[src/hdl/mm_ram_pkg.sv]
// ##############################
// memory map, status codes and shared types of the RAM wrapper
// all peripheral registers are one 32-bit word wide
// ##############################

package mm_ram_pkg;

  // timer registers, write only
  localparam logic [31:0] TIMER_MASK_ADDR = 32'h1500_0000;
  localparam logic [31:0] TIMER_CNT_ADDR  = 32'h1500_0004;

  // readable peripheral word, always reads as zero
  localparam logic [31:0] PERIPH_RD_ADDR  = 32'h1500_1000;

  // test status and exit registers, write only
  localparam logic [31:0] STATUS_ADDR     = 32'h2000_0000;
  localparam logic [31:0] EXIT_ADDR       = 32'h2000_0004;

  // values written to the status register
  localparam logic [31:0] PASS_CODE       = 32'd123456789;
  localparam logic [31:0] FAIL_CODE       = 32'd1;

  // mask bit of the timer and id expected with the acknowledge
  localparam logic [4:0]  TIMER_IRQ_ID    = 5'd7;

  // where an accepted data request went
  typedef enum logic [1:0] {
    TGT_RAM    = 2'd0,
    TGT_PERIPH = 2'd1,
    TGT_ERR    = 2'd2
  } target_e;

  // data port request after decoding, only valid in the RAM range
  typedef struct packed {
    logic        req;
    logic        we;
    logic [3:0]  be;
    // only the low RAM address bits reach the array
    logic [31:0] addr;
    logic [31:0] wdata;
  } ram_req_t;

  // one write strobe per timer register, shared data word
  typedef struct packed {
    logic        mask_we;
    logic        cnt_we;
    logic [31:0] wdata;
  } timer_wr_t;

endpackage

[src/hdl/response_stage.sv]
// ##############################
// one response per accepted request, one cycle later
// read data is zero outside a RAM read response
// ##############################

`timescale 1ns/1ps

module response_stage #(
  parameter int INSTR_RDATA_WIDTH = 128
) (
  input  logic                         clk_i,
  input  logic                         rst_ni,

  // request side, grant equals request on both ports
  input  logic                         instr_req_i,
  input  logic                         data_req_i,
  input  logic                         data_we_i,
  input  mm_ram_pkg::target_e          target_i,

  // registered words from the RAM
  input  logic [INSTR_RDATA_WIDTH-1:0] instr_ram_rdata_i,
  input  logic [31:0]                  data_ram_rdata_i,

  output logic [INSTR_RDATA_WIDTH-1:0] instr_rdata_o,
  output logic                         instr_rvalid_o,
  output logic [31:0]                  data_rdata_o,
  output logic                         data_rvalid_o,
  output logic                         data_err_o
);

  logic                instr_rvalid_q;
  logic                data_rvalid_q;
  logic                data_read_q;
  mm_ram_pkg::target_e target_q;

  always_ff @(posedge clk_i or negedge rst_ni) begin
    if (!rst_ni) begin
      instr_rvalid_q <= 1'b0;
      data_rvalid_q  <= 1'b0;
      data_read_q    <= 1'b0;
      target_q       <= mm_ram_pkg::TGT_RAM;
    end else begin
      instr_rvalid_q <= instr_req_i;
      data_rvalid_q  <= data_req_i;
      data_read_q    <= data_req_i && !data_we_i;
      target_q       <= target_i;
    end
  end

  assign instr_rvalid_o = instr_rvalid_q;
  assign instr_rdata_o  = instr_rvalid_q ? instr_ram_rdata_i : '0;

  // writes and peripheral reads return zero
  assign data_rvalid_o = data_rvalid_q;
  assign data_rdata_o  = (data_read_q && target_q == mm_ram_pkg::TGT_RAM) ?
                         data_ram_rdata_i : 32'd0;
  assign data_err_o    = data_rvalid_q && (target_q == mm_ram_pkg::TGT_ERR);

endmodule

[config.mk]
export PLATFORM = sky130hd
export DESIGN_NAME = response_stage
export DESIGN_NICKNAME = d
export VERILOG_FILES = /design/src/hdl/mm_ram_pkg.sv /design/src/hdl/response_stage.sv
export SDC_FILE = /design/constraint.sdc
export NUM_CORES = 1
export LEC_CHECK = 0
export ABC_CLOCK_PERIOD_IN_PS = 1800
export BUFFER_PORTS_ARGS = -buffer_cell sky130_fd_sc_hd__buf_4
export CORE_AREA = 2 2 129 131
export DETAILED_ROUTE_END_ITERATION = 8
export DIE_AREA = 0 0 131 133
export PLACE_DENSITY = 0.44
export SLEW_MARGIN = 20
export SYNTH_ARGS = -nofsm -noshare
export SYNTH_HDL_FRONTEND = slang
export SYNTH_SLANG_ARGS = --single-unit
[constraint.sdc]
create_clock -name clk_i -period 1.8 [get_ports clk_i]
set_input_delay 0 -clock clk_i [delete_from_list [all_inputs] [get_ports clk_i]]
set_output_delay 0 -clock clk_i [all_outputs]
set_load 0.02 [all_outputs]
# Word-level counts from Yosys, hierarchy flattened
# Index checks and enable logic that the tools add are counted.
# classes
n_eq_ne	1
muxes	2
reduce_logical	5
# op_table
operator	n
128-bit two-way mux	1
32-bit two-way mux	1
1-bit logical AND	3
2-bit == test (second input constant)	1
2-bit logical NOT	1
1-bit logical NOT	1
# word_totals
ff_bits	5
inputBits	167
elab_cells	12

# Logic depth before layout (Yosys ltp)
# logic_depth
word_depth	3
depth_mapped	3

# Worst setup path after synthesis
# No wires, ideal clock.
# synth_timing
kind	register to output
start	reg target_q[0]
end	out data_rdata_o[31]
arrival_time_ps	1119
setup_slack_ps	681
stages_incl_launch_ff	2
n_path_buf	0
path_cell_list	dfrtp_1 nor4bb_1
# synth_between
elab_chain_len	3
# synth_rtl
element	line	rtl
start: declaration	response_stage.sv:34	mm_ram_pkg::target_e target_q;
start signal: assignment	response_stage.sv:41	target_q <= mm_ram_pkg::TGT_RAM;
start signal: assignment	response_stage.sv:46	target_q <= target_i;
2-bit logical NOT	response_stage.sv:55	assign data_rdata_o = (data_read_q && target_q == mm_ram_pkg::TGT_RAM) ?
1-bit logical AND	response_stage.sv:55	
32-bit two-way mux	response_stage.sv:55	
end: declaration	response_stage.sv:26	output logic [31:0] data_rdata_o,
# Every way passes these cells.

# Worst setup path in the final report
# layout_timing
start	reg data_read_q
end	out data_rdata_o[20]
# layout_between
elab_chain_len	2
# layout_rtl
element	line	rtl
start: declaration	response_stage.sv:33	logic data_read_q;
start signal: assignment	response_stage.sv:45	data_read_q <= data_req_i && !data_we_i;
1-bit logical AND	response_stage.sv:55	
32-bit two-way mux	response_stage.sv:55	
# Every way passes these cells.

==> reports/results.tsv <==
stage	metric	value	unit
logic_synthesis	Cell Area, Synth	1510	µm²
worst_setup_path	Buffers & Inverters on Critical Path	1	
logic_synthesis	Yosys reg bits	5	
worst_setup_path	crit path cell chain	nor4bb_4 -> buf_4	
place	port buffer count	329	
place	routability cong.	0.826	
die	# rows	47	
finish	Layout Utilization	26.7	%
worst_setup_path	Setup CP Type	flip-flop to output port	
clock_tree	post-CTS setup buffers	0	
worst_setup_path	CP max stage delay	0.79	ns
clock_tree	Root Buffer	clkbuf_16	
drt	Routed WL	10.1	mm
worst_setup_path	crit-path max FO	25	
power	P per Cell Area	341	nW/µm²
finish	fin area	4320	µm²
clock_tree	register clock-pin slew on the reported worst setup and hold paths	0.03	ns
logic_synthesis	syn_area_per_cell	7.93	µm²
place	Detailed Place HPWL	8.77	mm
drt	Initial DRT Pass Iterations	4	
clock_tree	CTS H-tree lvls	1	
sta	RSZ-0062 raised after global routing	no	
sta	Fin. Hold Viols	0	
sta	hold slack	0.113	ns
logic_synthesis	synth warn	0	
finish	share of post-route cells with drive strength above 1	67.5	%
sta	fin. max-slew vios	0	
clock_tree	CTS max path bufs	2	
drt	post-DR vias/cell	3.58	
drt	Final ANT Viol Nets	0	
power	Switching Share	35.0	%
clock_tree	clk sinks	5	
place	Place WS	0.427	ns
clock_tree	Num CTS Buffers	3	
logic_synthesis	largest area contributor in the netlist	and2_1	
power	combinational share of power	66.1	%
global_route	first-pass GRT wire length	13.7	mm
global_route	largest net degree at the start of global routing	57	
logic_synthesis	syn nets	357	
drt	Residual DRC	0	
finish	# diodes	0	
power	switching pwr	515	µW
worst_setup_path	WP data required	1.80	ns
place	Post-DP Area	4190	µm²
worst_setup_path	slowest CP cell	dfrtp_1	
die	die width	131	µm
clock_tree	post-CTS sizing	0	
power	Clk network pwr share	24.8	%
logic_synthesis	Post-Synthesis Cells	190	
die	core footprint	16200	µm²
worst_setup_path	family with the most delay on the worst path	flip-flops	
global_route	Tot GR Track Use	10.1	%
logic_synthesis	top cells by area, synth	and2_1 (53%), and4bb_1 (20%), dfrtp_1 (8.3%)	
sta	Tcrit/Tclk final	89.8	%
sta	maximum clock frequency	0.618	GHz
finish	area grow syn2layout	187	%
power	sequential cell fraction of total power	9.1	%
drt	drt wl/cell	13.8	µm
place	placed cells	721	
power	worst IR drop on VDD	0.000561	V
die	Die ar.	17400	µm²
finish	Final Non-Filler Cells	731	
logic_synthesis	Yosys cell types	12	
sta	setup TNS	0	ns
logic_synthesis	top cell type's share of synthesized area	53.2	%
global_route	GR Overflow Total	0	
power	Overall Power	1.47	mW
die	IO Pins	330	
global_route	vias in the first global route	2666	
die	Die Span Y	133	µm
global_route	antenna violations before repair	0	
sta	min cycle time layout	1.62	ns
power	cell internal pwr	957	µW
die	starting density of the core	9.32	%
power	Pleak	2.36	nW
worst_setup_path	WP data arrival	1.62	ns
sta	fin worst setup slack	0.183	ns
outcome	outcome	complete, no violations	
run	Max-Cap Viols	0	
sta	setup violators final	0	
worst_setup_path	Startpoint Class	flip-flop	
clock_tree	CTS tree	done	
hold_path	Hold Path Class	input port to async pin	
clock_tree	hold_buf cts	6	
worst_setup_path	Worst setup EP type	output port	
drt	Starting DRT DRC Count	62	
finish	number of fillers in the final layout	1798	
sta	worst-margin pin slew	0.715	ns
drt	via count	2616	
finish	number of nets in the layout	679	
logic_synthesis	Seq/Total Area, Yosys	8.31	%
sta	slew margin rel.	52.3	%
-- area by class of cell --
| type | count | area, µm² | share of cell area [%] |
|---|---|---|---|
| clock buffer | 4 | 78.8 | 1.82 |
| timing repair buffer | 340 | 2590 | 60.0 |
| multi-input combinational | 162 | 1250 | 28.9 |
| sequential | 5 | 126 | 2.92 |
| tap | 220 | 275 | 6.37 |
-- kinds of logic (layout without fill, tap and decap cells) --
family | Yosys count | count (layout) | share of synthesized area [%]
simple gates | 162 | 162 | 83.1
flops | 5 | 5 | 8.31
buf+inv | 23 | 344 | 8.64
-- synth_stat cells, drive strengths merged --
cell type,n
buf,10
nor4bb,4
and2,128
and3b,1
and4bb,28
clkbuf,13
dfrtp,5
nor2b,1
-- routing by layer --
layer / wire (µm) / GRT usage [%] / up-vias
li1: - / - / 1259
met1: 3220 / 9.36 / 1159
met2: 5670 / 21.6 / 190
met3: 1040 / 1.78 / 8
met4: 135 / 2.30 / 0
met5: 0 / 0 / -
-- placed cells by master (no fill, tap or decap) --
cell	Yosys	layout
and2_1	128	128
dlygate4sd3_1	0	6
buf_4	1	332
clkbuf_1	0	1
nor4bb_4	3	3
buf_12	0	2
dfrtp_1	5	4
clkbuf_16	0	3
and4bb_2	4	4
nor2b_1	1	1
and4bb_1	24	24
dfrtp_2	0	1
and3b_1	1	1
nor4bb_1	1	1
-- worst paths after layout --
kind,start,to,cells past startpoint
max in group asynchronous,rst_ni,instr_rvalid_o$_DFF_PN0_,2
max,data_read_q$_DFF_PN0_,data_rdata_o[20],2
min,rst_ni,data_rvalid_o$_DFF_PN0_,2
min in group clk_i,instr_ram_rdata_i[87],instr_rdata_o[87],3
-- flip-flops by register name, indices dropped and copies added (netlist names) --
register / cells
target_q: 2
data_read_q: 1
data_rvalid_o: 1
instr_rvalid_o: 1
-- power by group through the flow --
stage | registers, mW | clock network, mW | logic [mW]
finish | 0.134 | 0.365 | 0.974
global route | 0.136 | 0.381 | 1.03
global placement | 0.134 | 0 | 0.972
detailed placement | 0.135 | 0 | 0.973
floorplan | 0.128 | 0 | 0.412
CTS | 0.134 | 0.367 | 0.985
No activity file was read; power rests on OpenSTA's default activity.
