`src/hdl/mm_ram_pkg.sv`:
```
// ##############################
// memory map, status codes and shared types of the RAM wrapper
// all peripheral registers are one 32-bit word wide
// ##############################

package mm_ram_pkg;

  // timer registers, write only
  localparam logic [31:0] TIMER_MASK_ADDR = 32'h1500_0000;
  localparam logic [31:0] TIMER_CNT_ADDR  = 32'h1500_0004;

  // readable peripheral word, always reads as zero
  localparam logic [31:0] PERIPH_RD_ADDR  = 32'h1500_1000;

  // test status and exit registers, write only
  localparam logic [31:0] STATUS_ADDR     = 32'h2000_0000;
  localparam logic [31:0] EXIT_ADDR       = 32'h2000_0004;

  // values written to the status register
  localparam logic [31:0] PASS_CODE       = 32'd123456789;
  localparam logic [31:0] FAIL_CODE       = 32'd1;

  // mask bit of the timer and id expected with the acknowledge
  localparam logic [4:0]  TIMER_IRQ_ID    = 5'd7;

  // where an accepted data request went
  typedef enum logic [1:0] {
    TGT_RAM    = 2'd0,
    TGT_PERIPH = 2'd1,
    TGT_ERR    = 2'd2
  } target_e;

  // data port request after decoding, only valid in the RAM range
  typedef struct packed {
    logic        req;
    logic        we;
    logic [3:0]  be;
    // only the low RAM address bits reach the array
    logic [31:0] addr;
    logic [31:0] wdata;
  } ram_req_t;

  // one write strobe per timer register, shared data word
  typedef struct packed {
    logic        mask_we;
    logic        cnt_we;
    logic [31:0] wdata;
  } timer_wr_t;

endpackage

```
`src/hdl/sim_timer.sv`:
```
// ##############################
// any timer register write holds the count for that edge
// ##############################

`timescale 1ns/1ps

module sim_timer (
  input  logic                  clk_i,
  input  logic                  rst_ni,

  input  mm_ram_pkg::timer_wr_t timer_wr_i,

  input  logic                  irq_ack_i,
  input  logic [4:0]            irq_id_i,
  output logic                  irq_timer_o
);

  logic [31:0] mask_q;
  logic [31:0] cnt_q;
  logic        irq_q;

  logic        count_en;
  logic        expire;
  logic        ack_hit;

  // count only on edges without a timer write
  assign count_en = !timer_wr_i.mask_we && !timer_wr_i.cnt_we && (cnt_q != 32'd0);

  // step from 1 to 0 fires when the mask bit is set
  assign expire  = count_en && (cnt_q == 32'd1) && mask_q[mm_ram_pkg::TIMER_IRQ_ID];
  assign ack_hit = irq_ack_i && (irq_id_i == mm_ram_pkg::TIMER_IRQ_ID);

  always_ff @(posedge clk_i or negedge rst_ni) begin
    if (!rst_ni) begin
      mask_q <= 32'd0;
      cnt_q  <= 32'd0;
    end else begin
      if (timer_wr_i.mask_we) begin
        mask_q <= timer_wr_i.wdata;
      end
      if (timer_wr_i.cnt_we) begin
        cnt_q <= timer_wr_i.wdata;
      end else if (count_en) begin
        cnt_q <= cnt_q - 32'd1;
      end
    end
  end

  // interrupt is sticky until acknowledged, ack wins a tie
  always_ff @(posedge clk_i or negedge rst_ni) begin
    if (!rst_ni) begin
      irq_q <= 1'b0;
    end else if (ack_hit) begin
      irq_q <= 1'b0;
    end else if (expire) begin
      irq_q <= 1'b1;
    end
  end

  assign irq_timer_o = irq_q;

endmodule

```
`config.mk`:
```
export PLATFORM = sky130hd
export DESIGN_NAME = sim_timer
export DESIGN_NICKNAME = d
export VERILOG_FILES = /design/src/hdl/mm_ram_pkg.sv /design/src/hdl/sim_timer.sv
export SDC_FILE = /design/constraint.sdc
export NUM_CORES = 1
export LEC_CHECK = 0
export ABC_AREA = 1
export BUFFER_PORTS_ARGS = -buffer_cell sky130_fd_sc_hd__buf_2
export CAP_MARGIN = 0
export CORE_ASPECT_RATIO = 0.5
export CORE_MARGIN = 3
export CORE_UTILIZATION = 40
export CTS_CLUSTER_DIAMETER = 40
export DETAILED_ROUTE_END_ITERATION = 16
export PLACE_DENSITY_LB_ADDON = 0.05
export RECOVER_POWER = 50
export SLEW_MARGIN = 0
export SYNTH_ARGS = -nofsm -noshare
export SYNTH_HDL_FRONTEND = slang
export SYNTH_SLANG_ARGS = --single-unit
```
`constraint.sdc`:
```
create_clock -name clk_i -period 2.6 [get_ports clk_i]
set_clock_uncertainty 0.2 [all_clocks]
set_input_delay 0.13 -clock clk_i [delete_from_list [all_inputs] [get_ports clk_i]]
set_output_delay 0.13 -clock clk_i [all_outputs]
set_load 0.05 [all_outputs]
```
== Yosys cells after proc, flatten, opt, wreduce, memory -nomap -nowiden ==
Index checks and enable logic that the tools add are counted.
Storage, ports and cells
  output and inout bits: 1
  input port bits: 42
  bits in registers: 41
  word-level logic and storage cells: 20
Operators by class
  equal/unequal tests: 2
  multiplexer cells: 4
  $add $sub $neg: 1
  reductions and logical operators: 10
Operator list (number)
  2-to-1 mux 32 bit: 2
  == test 32 x 1 -> 1 bit (second input constant): 1
  nonzero test 32 bit: 1
  subtractor 32 x 1 -> 32 bit (second input constant): 1
  == test 5 x 3 -> 1 bit (second input constant): 1
  logical AND 1 bit: 5
  nonzero test 2 bit: 2
  zero test 1 bit: 2
  2-to-1 mux 1 bit: 2

== Longest topological paths before layout ==
  depth after elaboration: 7
  depth in mapped cells: 10
  mapped depth without buffers: 10

== Least setup slack after synthesis ==
OpenSTA, ideal clock, no wires.
  path kind: reg2reg
  start point: register cnt_q[0]
  end point: register cnt_q[15]
  cell stages (with the launch flop): 11
  clock period less this slack: 1.969 ns
  path slack: 0.631 ns
  setup time: 0.117 ns
  path buffers: 1
  required time: 2.283 ns
  arrival: 1.653 ns
  cells stage by stage: dfrtp_1 inv_1 ha_1 nand2_4 nor2_8 nand2_4 o21ai_4 nand2_4 buf_6 nand2_1 nand2_1
Between the ends
  cells in the longest elaborated chain, start to end: 3
  elaborated cells on any way between the ends: 6
  those cells by class: add/sub: 1; mux: 2; reduce/logical: 3
RTL lines
  start, declared: line sim_timer.sv:19  | logic [31:0] cnt_q;
  start signal, assigned: line sim_timer.sv:42  | cnt_q <= timer_wr_i.wdata;
  start signal, assigned: line sim_timer.sv:44  | cnt_q <= cnt_q - 32'd1;
  subtractor 32 x 1 -> 32 bit or nonzero test 32 bit (tied branches): line sim_timer.sv:44, sim_timer.sv:27
  2-to-1 mux 32 bit or logical AND 1 bit (tied branches): line sim_timer.sv:43, sim_timer.sv:27
  2-to-1 mux 32 bit or nonzero test 2 bit (tied branches)
Several ways; a longest one is shown, not always the timed one. The select of a mux whose other input is x is not followed.
A chain may end at the register's enable or synchronous reset.

== Worst setup path in the final report ==
  start point: register cnt_q[0]
  end point: register cnt_q[2]
The elaborated chain is that of the path after synthesis.

==> metrics.md <==
| Metric | Value |
|---|---|
| Outcome | `finished, final reports clean` |
| Initial antenna violation count | `0` |
| DIE WIDTH | `121 µm` |
| Setup violators final | `0` |
| Critical Path RT | `2.56 ns` |
| Syn Nets | `465` |
| Top-area cell type share of the netlist area | `0.320` |
| Setup crit end kind | `flip-flop` |
| Setup Crit Path Kind | `flip-flop to flip-flop` |
| Rows | `20` |
| Total GRT Usage | `0.215` |
| Peak supply drop | `0.252 mV` |
| Yosys warns | `0` |
| Commonest non-fill, non-tap cell in the layout | `nand2_1` |
| Cells after Synth | `421` |
| Worst setup path start | `cnt_q[0]` |
| R2R Setup Slk | `0.44 ns` |
| Chip height | `63.7 µm` |
| Pleak | `1.67 nW` |
| First-pass DRT Iterations | `4` |
| Seq/Total Area, Yosys | `0.320` |
| Number of global-route vias before repair | `2751` |
| Most frequent cell on the critical path | `nand2_4` |
| Post-CTS Setup Bufs | `0` |
| R2R Path End | `cnt_q[2]` |
| IO Pins | `43` |
| Yosys top cell by area | `dfrtp_1` |
| Top cells by area, synth | `dfrtp_1 32%, nand2_1 21%, nand3_1 12%, nor2_1 9.2%, inv_1 4.8%` |
| Overflow after GRT | `0` |
| Crit path largest cell delay | `0.39 ns` |
| Post-Synth Simple-Gate Area | `0.496` |
| GP Congestion | `0.907` |
| Port Buf Inserts | `42` |
| Synthesized area per cell | `6.32 µm²` |
| Power Density | `528 nW/µm²` |
| Detail Placement HPWL | `5620 µm` |
| Setup TNS | `0 ns` |
| ANT nets after route | `0` |
| Final Net Count | `540` |
| Max-slew headroom | `0.373` |
| CP Cell Sequence | `inv_1 -> ha_1 -> nand2_4 -> nor2_8 -> nand2_4 -> o21ai_4 -> nand2_4 -> nand2_1 -> o21ai_2` |
| Mapped Area | `2660 µm²` |
| Commonest cells after routing, fill and taps aside | `152 x nand2_1, 65 x nor2_1, 64 x nand3_1` |
| Via count | `2829` |
| Worst slack at placement | `0.250 ns` |
| Fin. Hold Viols | `0` |
| Initial core utilization | `0.425` |
| Die area | `7720 µm²` |
| Timing endpoint of the critical path | `cnt_q[2]` |
| Largest family of logic cells by synthesized area | `simple AND/OR/NAND/NOR gates` |
| First-pass GRT wire length | `13100 µm` |
| Final worst slack | `0.444 ns` |
| Compound-Gate Fraction of Synth Area | `0.0927` |
| Core area | `6260 µm²` |
| Root Buffer | `clkbuf_16` |
| XOR/XNOR share of the synthesized area | `0.00659` |
| Drc violations | `0` |
| Largest net degree at the start of global routing | `35` |
| CP arrival | `2.11 ns` |
| Yosys reg bits | `34` |
| Fin. max-slew vios | `0` |
| Fmax achieved | `464 MHz` |
| Clock-pin transition on the worst setup and hold timing paths | `0.05 ns` |
| Worst-path fanout max | `28` |
| Startpoint Class | `flip-flop` |
| Clk buf depth | `2` |
| CTS tree | `yes` |
| Final Critical Period | `2.16 ns` |
| Adder-Cell Fraction of Synth Area | `0.00941` |
| # clock sinks | `34` |
| Clock Latency Late Sink | `0.28 ns` |
| Hold Path Class | `input pin to flip-flop` |
| WL/cell | `13.0 µm` |
| Period utilization | `0.829` |
| Vias per std cell | `4.85` |
| FF-to-FF path depth | `9` |
| Netlist cell types | `29` |
| First-iteration detailed-routing DRC count | `194` |
| Post-synthesis mux area share | `0.00423` |
| RSZ-0062 raised after global routing | `no` |
| Ant. Diodes | `0` |
| WL final | `7600 µm` |
| H-tree level count | `2` |
| Worst-Margin Slew | `0.941 ns` |
| Synth-to-Final Area Change | `28.7%` |
| Num CTS Buffers | `5` |
| Max Cap Viol | `0` |
| Slowest CP cell | `dfrtp_1` |
| Worst r2r src | `cnt_q[0]` |
| Layout cells sized above 1 | `0.162` |
kinds of logic (layout without fill, tap and decap cells):
kind of cell,Yosys count,after routing
compound gates,33,33
xor+xnor,2,2
fa+ha+maj,2,2
buf+inv,45,119
flops,34,34
mux,1,1
simple gates,304,304
registers in the layout, indices dropped and copies added, names as in the netlist:
register,flops
cnt_q,32
irq_timer_o,1
mask_q,1
layer usage:
metal	GRT usage	share of wire	vias up
li1	-	-	1494
met2	0.331	0.42	59
met4	0.0545	0.013	0
met3	0.0448	0.045	9
met1	0.307	0.52	1267
met5	0	0	-
per-stage QoR:
step | utilization | std cells | instance area (µm²) | hold WS, ns | total power [mW]
floorplan | - | 421 | 2660 | -0.366 | 1.04
global placement | 0.470 | 543 | 2940 | 0.0644 | 1.17
detailed placement | 0.470 | 543 | 2940 | 0.0694 | 1.19
CTS | 0.547 | 583 | 3420 | 0.00273 | 1.83
global route | 0.547 | 583 | 3420 | 0.0403 | 1.94
finish | 0.547 | 583 | 3420 | 0.00211 | 1.81
cell usage after synthesis:
cell      instances
a21boi_0          2
a21oi_1           1
a31oi_1           1
buf_1             1
buf_2             2
buf_4             1
buf_6             2
clkbuf_1          5
dfrtp_1          34
ha_1              2
inv_1            34
mux2_2            1
nand2_1         152
nand2_2           6
nand2_4           3
nand3_1          64
nand3b_1          1
nand4_1           6
nor2_1           65
nor2_2            3
nor2_4            2
nor2_8            1
nor4_1            1
o21ai_0           9
o21ai_2          13
o21ai_4           1
o21bai_1          6
xnor2_1           1
xor2_1            1
power by group:
part / internal [mW] / switching (mW)
Combinational: 0.203 / 0.322
Sequential: 0.602 / 0.0893
Clock: 0.370 / 0.221
Total: 1.18 / 0.632
critical path, delay by kind of cell (launching register included):
kind | cells | cell delay, ns
AOI/OAI and AO/OA | 2 | 0.25
adders and majority gates | 1 | 0.28
buffers and inverters | 1 | 0.11
DFF | 1 | 0.39
and+or+nand+nor | 5 | 0.79
layout make-up:
| type | count | area, µm² |
|---|---|---|
| fill | 633 | 2830 |
| sequential | 34 | 851 |
| timing repair buffer | 79 | 572 |
| inverter | 34 | 128 |
| clock buffer | 6 | 139 |
| tap | 88 | 110 |
| multi-input combinational | 342 | 1620 |
how the worst min path moves through the flow:
stage | startpoint | cells after the start | end
after floorplan | rst_ni | 0 | cnt_q[0]
after global placement | rst_ni | 1 | cnt_q[29]
after detailed placement | rst_ni | 1 | cnt_q[29]
after CTS | timer_wr_i[7] | 5 | cnt_q[7]
after global routing | timer_wr_i[7] | 5 | cnt_q[7]
final | timer_wr_i[7] | 5 | cnt_q[7]
timing repair:
action                                 CTS  global route
endpoints found under the hold margin   65             0
hold buffers                            34             0
gates resized for setup                  0             1
setup endpoints to repair                0             1
No activity file was read; power rests on OpenSTA's default activity.
