--- src/hdl/mm_ram_pkg.sv ---
// ##############################
// memory map, status codes and shared types of the RAM wrapper
// all peripheral registers are one 32-bit word wide
// ##############################

package mm_ram_pkg;

  // timer registers, write only
  localparam logic [31:0] TIMER_MASK_ADDR = 32'h1500_0000;
  localparam logic [31:0] TIMER_CNT_ADDR  = 32'h1500_0004;

  // readable peripheral word, always reads as zero
  localparam logic [31:0] PERIPH_RD_ADDR  = 32'h1500_1000;

  // test status and exit registers, write only
  localparam logic [31:0] STATUS_ADDR     = 32'h2000_0000;
  localparam logic [31:0] EXIT_ADDR       = 32'h2000_0004;

  // values written to the status register
  localparam logic [31:0] PASS_CODE       = 32'd123456789;
  localparam logic [31:0] FAIL_CODE       = 32'd1;

  // mask bit of the timer and id expected with the acknowledge
  localparam logic [4:0]  TIMER_IRQ_ID    = 5'd7;

  // where an accepted data request went
  typedef enum logic [1:0] {
    TGT_RAM    = 2'd0,
    TGT_PERIPH = 2'd1,
    TGT_ERR    = 2'd2
  } target_e;

  // data port request after decoding, only valid in the RAM range
  typedef struct packed {
    logic        req;
    logic        we;
    logic [3:0]  be;
    // only the low RAM address bits reach the array
    logic [31:0] addr;
    logic [31:0] wdata;
  } ram_req_t;

  // one write strobe per timer register, shared data word
  typedef struct packed {
    logic        mask_we;
    logic        cnt_we;
    logic [31:0] wdata;
  } timer_wr_t;

endpackage

--- src/hdl/data_decoder.sv ---
// ##############################
// every data request is granted in its own cycle
// unmapped reads and writes go to the error target
// ##############################

`timescale 1ns/1ps

module data_decoder #(
  parameter int RAM_ADDR_WIDTH = 16
) (
  input  logic                  data_req_i,
  input  logic                  data_we_i,
  input  logic [3:0]            data_be_i,
  input  logic [31:0]           data_addr_i,
  input  logic [31:0]           data_wdata_i,

  output mm_ram_pkg::ram_req_t  ram_req_o,
  output mm_ram_pkg::timer_wr_t timer_wr_o,
  output mm_ram_pkg::target_e   target_o,
  output logic                  data_gnt_o,

  output logic                  tests_passed_o,
  output logic                  tests_failed_o,
  output logic                  exit_valid_o,
  output logic [31:0]           exit_value_o
);

  // address hits
  logic ram_hit;
  logic mask_hit;
  logic cnt_hit;
  logic status_hit;
  logic exit_hit;
  logic periph_rd_hit;

  // accepted accesses split by direction
  logic wr_acc;
  logic rd_acc;
  logic wr_mapped;
  logic rd_mapped;

  // RAM covers every address below 2**RAM_ADDR_WIDTH
  assign ram_hit       = (data_addr_i >> RAM_ADDR_WIDTH) == 32'd0;
  assign mask_hit      = data_addr_i == mm_ram_pkg::TIMER_MASK_ADDR;
  assign cnt_hit       = data_addr_i == mm_ram_pkg::TIMER_CNT_ADDR;
  assign status_hit    = data_addr_i == mm_ram_pkg::STATUS_ADDR;
  assign exit_hit      = data_addr_i == mm_ram_pkg::EXIT_ADDR;
  assign periph_rd_hit = data_addr_i == mm_ram_pkg::PERIPH_RD_ADDR;

  assign wr_acc = data_req_i && data_we_i;
  assign rd_acc = data_req_i && !data_we_i;

  assign wr_mapped = ram_hit || mask_hit || cnt_hit || status_hit || exit_hit;
  assign rd_mapped = ram_hit || periph_rd_hit;

  // no back-pressure
  assign data_gnt_o = data_req_i;

  // target of the request, only sampled when a request is present
  always_comb begin
    target_o = mm_ram_pkg::TGT_PERIPH;
    if (data_req_i) begin
      if (ram_hit) begin
        target_o = mm_ram_pkg::TGT_RAM;
      end else if ((wr_acc && !wr_mapped) || (rd_acc && !rd_mapped)) begin
        target_o = mm_ram_pkg::TGT_ERR;
      end
    end
  end

  // RAM request, payload passes unchanged
  always_comb begin
    ram_req_o.req   = data_req_i && ram_hit;
    ram_req_o.we    = data_we_i;
    ram_req_o.be    = data_be_i;
    ram_req_o.addr  = data_addr_i;
    ram_req_o.wdata = data_wdata_i;
  end

  // timer register writes
  always_comb begin
    timer_wr_o.mask_we = wr_acc && mask_hit;
    timer_wr_o.cnt_we  = wr_acc && cnt_hit;
    timer_wr_o.wdata   = data_wdata_i;
  end

  // status pulses, any other value raises neither
  assign tests_passed_o = wr_acc && status_hit && (data_wdata_i == mm_ram_pkg::PASS_CODE);
  assign tests_failed_o = wr_acc && status_hit && (data_wdata_i == mm_ram_pkg::FAIL_CODE);

  // exit value is only driven while the write is present
  assign exit_valid_o = wr_acc && exit_hit;
  assign exit_value_o = exit_valid_o ? data_wdata_i : 32'd0;

endmodule

--- config.mk ---
export PLATFORM = sky130hd
export DESIGN_NAME = data_decoder
export DESIGN_NICKNAME = d
export VERILOG_FILES = /design/src/hdl/mm_ram_pkg.sv /design/src/hdl/data_decoder.sv
export SDC_FILE = /design/constraint.sdc
export NUM_CORES = 1
export LEC_CHECK = 0
export BUFFER_PORTS_ARGS = -buffer_cell sky130_fd_sc_hd__clkbuf_2
export CORE_MARGIN = 8
export CORE_UTILIZATION = 25
export DETAILED_ROUTE_END_ITERATION = 8
export GPL_ROUTABILITY_DRIVEN = 1
export GPL_TIMING_DRIVEN = 0
export PLACE_DENSITY = 0.71
export SETUP_SLACK_MARGIN = 0.05
export SLEW_MARGIN = 20
export SYNTH_ARGS = -nofsm -noshare
export SYNTH_HDL_FRONTEND = slang
export SYNTH_SLANG_ARGS = --single-unit
--- constraint.sdc ---
create_clock -name vclk -period 5.07
set_input_delay 1.014 -clock vclk [all_inputs]
set_output_delay 1.014 -clock vclk [all_outputs]
set_load 0.1 [all_outputs]
# Yosys cells after proc, flatten, opt, wreduce, memory -nomap -nowiden
# Index checks and enable logic that the tools add are counted.
dict set report word_totals {
  ff_bits 0
  inputBits 70
  out_inout_bits 142
  elab_cells 32
}
dict set report op_classes {
  muxes 4
  eq_ne 7
  reduce_logical 21
}
# operator n
set op_table {}
lappend op_table {{32-bit by 29-bit equality test with 1-bit output (second input constant)} 3}
lappend op_table {{32-bit by 30-bit equality test with 1-bit output (second input constant)} 2}
lappend op_table {{32-bit by 1-bit equality test with 1-bit output (second input constant)} 1}
lappend op_table {{32-bit by 27-bit equality test with 1-bit output (second input constant)} 1}
lappend op_table {{32-bit zero test} 1}
lappend op_table {{32-bit two-way mux} 1}
lappend op_table {{1-bit logical AND} 11}
lappend op_table {{1-bit logical OR} 6}
lappend op_table {{2-bit two-way mux} 3}
lappend op_table {{1-bit zero test} 3}

# Logic depth before layout (Yosys ltp)
# Gate-level depths: netlist of run 1.
dict set report depth {
  depth_word 11
  ltp_mapped 5
  ltp_nobuf 4
}

# Worst setup path before layout of run 1
# Ideal clock, no wire load.
dict set report synth_timing {
  path_type {input to output}
  start {in data_addr_i[9]}
  end {out timer_wr_o[32] (netlist bit)}
  n_path_buf 0
  path_slack_ps -417
  required_ps 4056
  stages 3
  arrival_time_ps 4473
  cell_sequence {nor4_2 -> nand4_2 -> nor4_1}
}
# item line
set synth_rtl {}
lappend synth_rtl {{start, declared} data_decoder.sv:14} ;# input logic [31:0] data_addr_i,
lappend synth_rtl {{end, declared} data_decoder.sv:18} ;# output mm_ram_pkg::timer_wr_t timer_wr_o,

# Worst setup path after layout of run 1
dict set report layout_timing {
  start {in data_addr_i[3]}
  end {out exit_value_o[21]}
}
dict set report layout_between {
  elab_chain_cells 3
}
# item line
set layout_lines {}
lappend layout_lines {{32-bit by 30-bit equality test with 1-bit output} data_decoder.sv:47} ;# assign exit_hit = data_addr_i == mm_ram_pkg::EXIT_ADDR;
lappend layout_lines {{1-bit logical AND} data_decoder.sv:92} ;# assign exit_valid_o = wr_acc && exit_hit;
lappend layout_lines {{32-bit two-way mux} data_decoder.sv:93} ;# assign exit_value_o = exit_valid_o ? data_wdata_i : 32'd0;
lappend layout_lines {{end, declared} data_decoder.sv:25} ;# output logic [31:0] exit_value_o
# Every way passes these cells.

==> metrics.md, run 1 <==
| Metric | Value |
|---|---|
| Hold buffers post-CTS | 0 |
| Commonest non-fill, non-tap cell in the layout | clkbuf_2 |
| Core ar. | 5410 um^2 |
| Tmin final | about 4.1 ns |
| Initial Util | 25.4% |
| FF+latch count | 0 |
| Buf/Inv on CP | 3 |
| Via count | roughly 1900 |
| Buffer count from post-CTS setup fixing | 0 |
| Synth unique cells | 25 |
| RSZ-0062 raised after global routing | false |
| Inserted Diodes | 0 |
| Outcome | finished, final reports clean |
| # DRC | 0 |
| Slew Limit Fails | 0 |
| GRT Resource Usage Total | between 10% and 20% |
| Relative slew slack | between 60 and 70% |
| Data required time of the critical path | slightly above 4 ns |
| Row count | 27 |
| Post-Syn Area | 1370 um^2 |
| Final Non-Filler Cells | 470 |
| Crit path max-delay family | simple AND/OR/NAND/NOR gates |
| Tightest Pin Transition | 0.570 ns |
| Most common cell on crit path | clkbuf_2 |
| RePlAce Congestion | 0.835 |
| Chip Width | 90.1 um |
| Largest net degree at the start of global routing | 11 |
| Antenna violations before repair | 0 |
| Most frequent cells in the layout | clkbuf_2, buf_4, and2_1 |
| Setup TNS | 0 ns |
| WL per Instance | 13.6 um |
| IO Pins | roughly 210 |
| Slowest-stage cell, CP | nor4_4 |
| Sequential cell area | 0 um^2 |
| Yosys warnings | 0 |
| Delay of the slowest cell on the worst path | 0.54 ns |
| Area delta synth->final | 83.1% |
| Nets | 470 |
| Synth top area share | about 56% |
| Area leader, netlist | buf_4 |
| Worst-path cell chain | clkbuf_2, nor4_2, nand4_2, nor4_4, buf_6, and2_1, clkbuf_2 |
| Final ANT Viol Nets | 0 |
| Die Y | ~90 um |
| Crit path arrival time | roughly 3.0 ns |
| Port bufs | ~210 |
| Hold Violations, Final | 0 |
| TritonRoute pass-1 iters | 4 |
| Vias per cell | 4.06 |
| Sequential area share after synthesis | 0% |
| Crit share post-route | roughly 80% |
| Max Clk Rate | 247 MHz |
| CP endpoint kind | output pin |
| CP Class | in2out |
| First-pass GRT wire length | 10200 um |
| VDD IR max | 134 uV |
| Leak pwr | 1.56 nW |
| Gates resized, CTS repair | 0 |
| Setup crit start kind | input pin |
| Hold Crit Class | in2out |
| Syn Inst Count | 190 |
| HPWL Detailed | between 5000 and 6000 um |
| Vias in the first global route | 2085 |
| Final setup fails | 0 |
| Syn Area/Cell | between 7 and 8 um^2 |
| Pwr/cell area | 189 nW/um^2 |
| Cells after DPL | 470 |
| CP Max Fanout | 10 |
| Clk_buf instances | 0 |
| Layout cell share with drive strength beyond 1 | 81.2% |
| DR iter-0 viols | 41 |
| Die footprint | 8120 um^2 |
| Fillers | 576 |
| Mapped Nets | 260 |
| Max-cap violations | 0 |
| DRT Wirelength | between 6000 and 7000 um |
| Area contributors post-synth | buf_4, and2_1, nor4_2, nand4_1, nor4_1 |
| Global route overflow | 0 |
-- cells in the mapped netlist (all sizes together) --
cell type  number
nand2b          1
inv             2
buf           105
and4b           1
and3            1
a211o           1
nor4b           2
o21ai           3
and2           32
nor3b           1
nor4           14
a221oi          1
nand2           4
nor3            6
nor2            2
or3             1
or4             2
nand3           2
nand4           8
nor2b           1
-- power breakdown --
part / internal (mW) / leakage, nW / switching (mW)
logic: 0.0969 / 1.56 / 0.379
registers: 0 / 0 / 0
clock network: 0 / 0 / 0
-- through the flow --
stage	instance area, um^2	hold slack, ns	power (mW)	util, %	setup slack (ns)
floorplan	1380	2.24	0.394	-	-0.417
global placement	2510	2.49	0.475	46.5	0.974
detailed placement	2510	2.49	0.478	46.5	0.901
CTS	2510	2.49	0.479	46.5	0.901
global route	2510	2.50	0.490	46.5	0.793
finish	2510	2.49	0.476	46.5	1.02
-- path summary, 6_finish.rpt --
path           start               end  slack, ns  depth (start not counted)
min     data_be_i[0]     ram_req_o[64]       2.49                          2
max   data_addr_i[3]  exit_value_o[21]       1.02                          7
-- routing by layer --
layer / vias to the layer above / global-route usage [%] / wire length (um)
li1: 966 / - / -
met1: 815 / 15.3 / 2390
met2: 122 / 28.1 / 3330
met3: 4 / 5.15 / 650
met4: 0 / 0.832 / 34
met5: - / 0 / 0
-- area by class of cell --
cell class	count	area (um^2)	share of cell area (%)
timing repair buffer	208	1040	41.4
buffer	105	800	31.8
multi-input combinational	83	577	22.9
tap	72	90.1	3.58
inverter	2	7.51	0.299
-- cell families after synthesis --
logic type | count (synthesis) | synth area share [%]
AO/OA/AOI/OAI | 5 | 2.37
AND/OR/NAND/NOR | 78 | 38.9
buffers and inverters | 107 | 58.7
Power figures use the tool's default switching activity.
==> run 2: changes to the inputs <==
clock period = 4 ns   (was 5.07 ns; I/O delays follow)
==> metrics.md, run 2 (synthesis results as in run 1) <==
| Metric | Value |
|---|---|
| Outcome | finished, final reports clean |
| RSZ-0062 raised after global routing | false |
| Buffer count from post-CTS setup fixing | 0 (unchanged) |
| Via count | 1883 (-1.3%) |
| Fin worst setup slack | 0.353 ns (-0.662 ns) |
| Gates resized, CTS repair | 0 (unchanged) |
| Setup crit start kind | input pin |
| Worst hold endpoint | ram_req_o[64] |
| Area delta synth->final | 83.4% |
| Most common cell on crit path | clkbuf_2 |
| Tightest Pin Transition | 0.574 ns (+0.00390 ns) |
| GRT Resource Usage Total | 14.1% (-0.45 points) |
| DRT Wirelength | 6330 um (-1.2%) |
| Tmin final | around 3.6 ns |
| FF+latch count | 0 (unchanged) |
| Crit path arrival time | 2.85 ns (-0.19 ns) |
| Commonest non-fill, non-tap cell in the layout | clkbuf_2 |
| VDD IR max | 154 uV (+15%) |
| Leak pwr | 1.56 nW (about the same) |
| Sequential cell area | 0 um^2 (unchanged) |
| Slew Limit Fails | 0 (unchanged) |
| Row count | 27 (unchanged) |
| Nets | 470 (unchanged) |
| Layout cell share with drive strength beyond 1 | 81.4% (+0.25 points) |
| Seq pwr share | 0% (unchanged) |
| Initial Util | 25.4% (unchanged) |
| Die Y | 90.1 um (unchanged) |
| TritonRoute pass-1 iters | 4 (unchanged) |
| Hold buffers post-CTS | 0 (unchanged) |
| Hold Crit Class | in2out |
| Die footprint | 8120 um^2 (unchanged) |
| Chip Width | 90.1 um (unchanged) |
| Antenna violations before repair | 0 (unchanged) |
| WL per Instance | 13.5 um (-1.2%) |
| DR iter-0 viols | 14 (-66%) |
| Vias per cell | 4.01 (-1.3%) |
| Combinational share of power | 100.0% (about the same) |
| Global route overflow | 0 (unchanged) |
| Hold Violations, Final | 0 (unchanged) |
| Worst Hold Launch | data_be_i[0] |
| RePlAce Congestion | 0.835 (about the same) |
| Max-cap violations | 0 (unchanged) |
| # DRC | 0 (unchanged) |
| Clk pwr share | 0% (unchanged) |
| Port bufs | 208 (unchanged) |
| Final ANT Viol Nets | 0 (unchanged) |
| Inserted Diodes | 0 (unchanged) |
| Clk_buf instances | 0 (unchanged) |
| Relative slew slack | 61.9% (-0.26 points) |
| Largest net degree at the start of global routing | 11 (unchanged) |
| Worst Hold Depth | 2 (unchanged) |
| Slowest-stage cell, CP | nor4_4 |
| Sw frac | 79.6% (about the same) |
| Crit share post-route | 91.2% |
| Final setup fails | 0 (unchanged) |
| IO Pins | 212 (unchanged) |
| Setup TNS | 0 ns (unchanged) |
| CP endpoint kind | output pin |
| Data required time of the critical path | 3.20 ns (-0.86 ns) |
| Worst-path cell chain | clkbuf_2, nor4_2, nand4_2, nor4_4, buf_6, and2_1, clkbuf_2 |
| Most frequent cells in the layout | clkbuf_2, buf_4, and2_1 |
| First-pass GRT wire length | 9950 um (-2.8%) |
| HPWL Detailed | 5890 um (-0.59%) |
| NetSw | 0.480 mW (+27%) |
| Core ar. | 5410 um^2 (unchanged) |
| CP Class | in2out |
| Vias in the first global route | 2034 (-2.4%) |
| Fillers | 552 (-4.2%) |
| Max Clk Rate | between 200 and 300 MHz |
| Pwr/cell area | 239 nW/um^2 (+26%) |
| CP Max Fanout | 10 (unchanged) |
| Setup slack after placement | 0.257 ns (-0.644 ns) |
| Int Pwr | 0.123 mW (+27%) |
| Delay of the slowest cell on the worst path | 0.53 ns (about the same) |
[run 2: cell counts in the layout (fill, tap and decap cells not counted)]
Identical to the previous run, type by type.
[run 2: cell type report]
type                       count  area, um^2  share of cell area (%)
tap                           72        90.1                    3.57
inverter                       2        7.51                   0.298
timing repair buffer         208        1040                    41.3
buffer                       105         800                    31.7
multi-input combinational     83         582                    23.1
[run 2: per-stage QoR]
step           utilization, %  hold slack [ns]  total power, mW  cell area [um^2]  instances
2_1_floorplan               -             1.81            0.499              1390        190
3_3_place_gp             46.6             2.07            0.603              2520        470
3_5_place_dp             46.6             2.07            0.606              2520        470
4_1_cts                  46.6             2.07            0.607              2520        470
5_1_grt                  46.6             2.07            0.621              2520        470
6_report                 46.6             2.06            0.603              2520        470
[run 2: worst max-delay path, delay by kind of cell]
kind | cells | cell delay (ns)
and+or+nand+nor | 4 | 1.28
buffers and inverters | 3 | 0.74
[run 2: power groups by stage]
stage | Combinational, mW | Clock, mW | Sequential [mW]
after floorplan | 0.499 | 0 | 0
after global placement | 0.603 | 0 | 0
after detailed placement | 0.606 | 0 | 0
after CTS | 0.607 | 0 | 0
after global routing | 0.621 | 0 | 0
final | 0.603 | 0 | 0
[run 2: worst max-delay path by stage]
stage | startpoint | to | slack [ns] | depth (start not counted)
global route | data_addr_i[9] | exit_value_o[29] | 0.19 | 7
detailed placement | data_addr_i[9] | exit_value_o[26] | 0.26 | 7
finish | data_addr_i[3] | exit_value_o[26] | 0.35 | 7
floorplan | data_addr_i[9] | timer_wr_o[32] | -1.06 | 3
CTS | data_addr_i[9] | exit_value_o[26] | 0.26 | 7
global placement | data_addr_i[9] | exit_value_o[26] | 0.28 | 7
[run 2: routing by layer]
| metal | wire length [um] | vias up | GRT usage [%] |
|---|---|---|---|
| li1 | - | 965 | - |
| met1 | 2420 | 801 | 14.3 |
| met2 | 3330 | 115 | 28.3 |
| met3 | 564 | 2 | 4.49 |
| met4 | 18 | 0 | 0.416 |
| met5 | 0 | - | 0 |
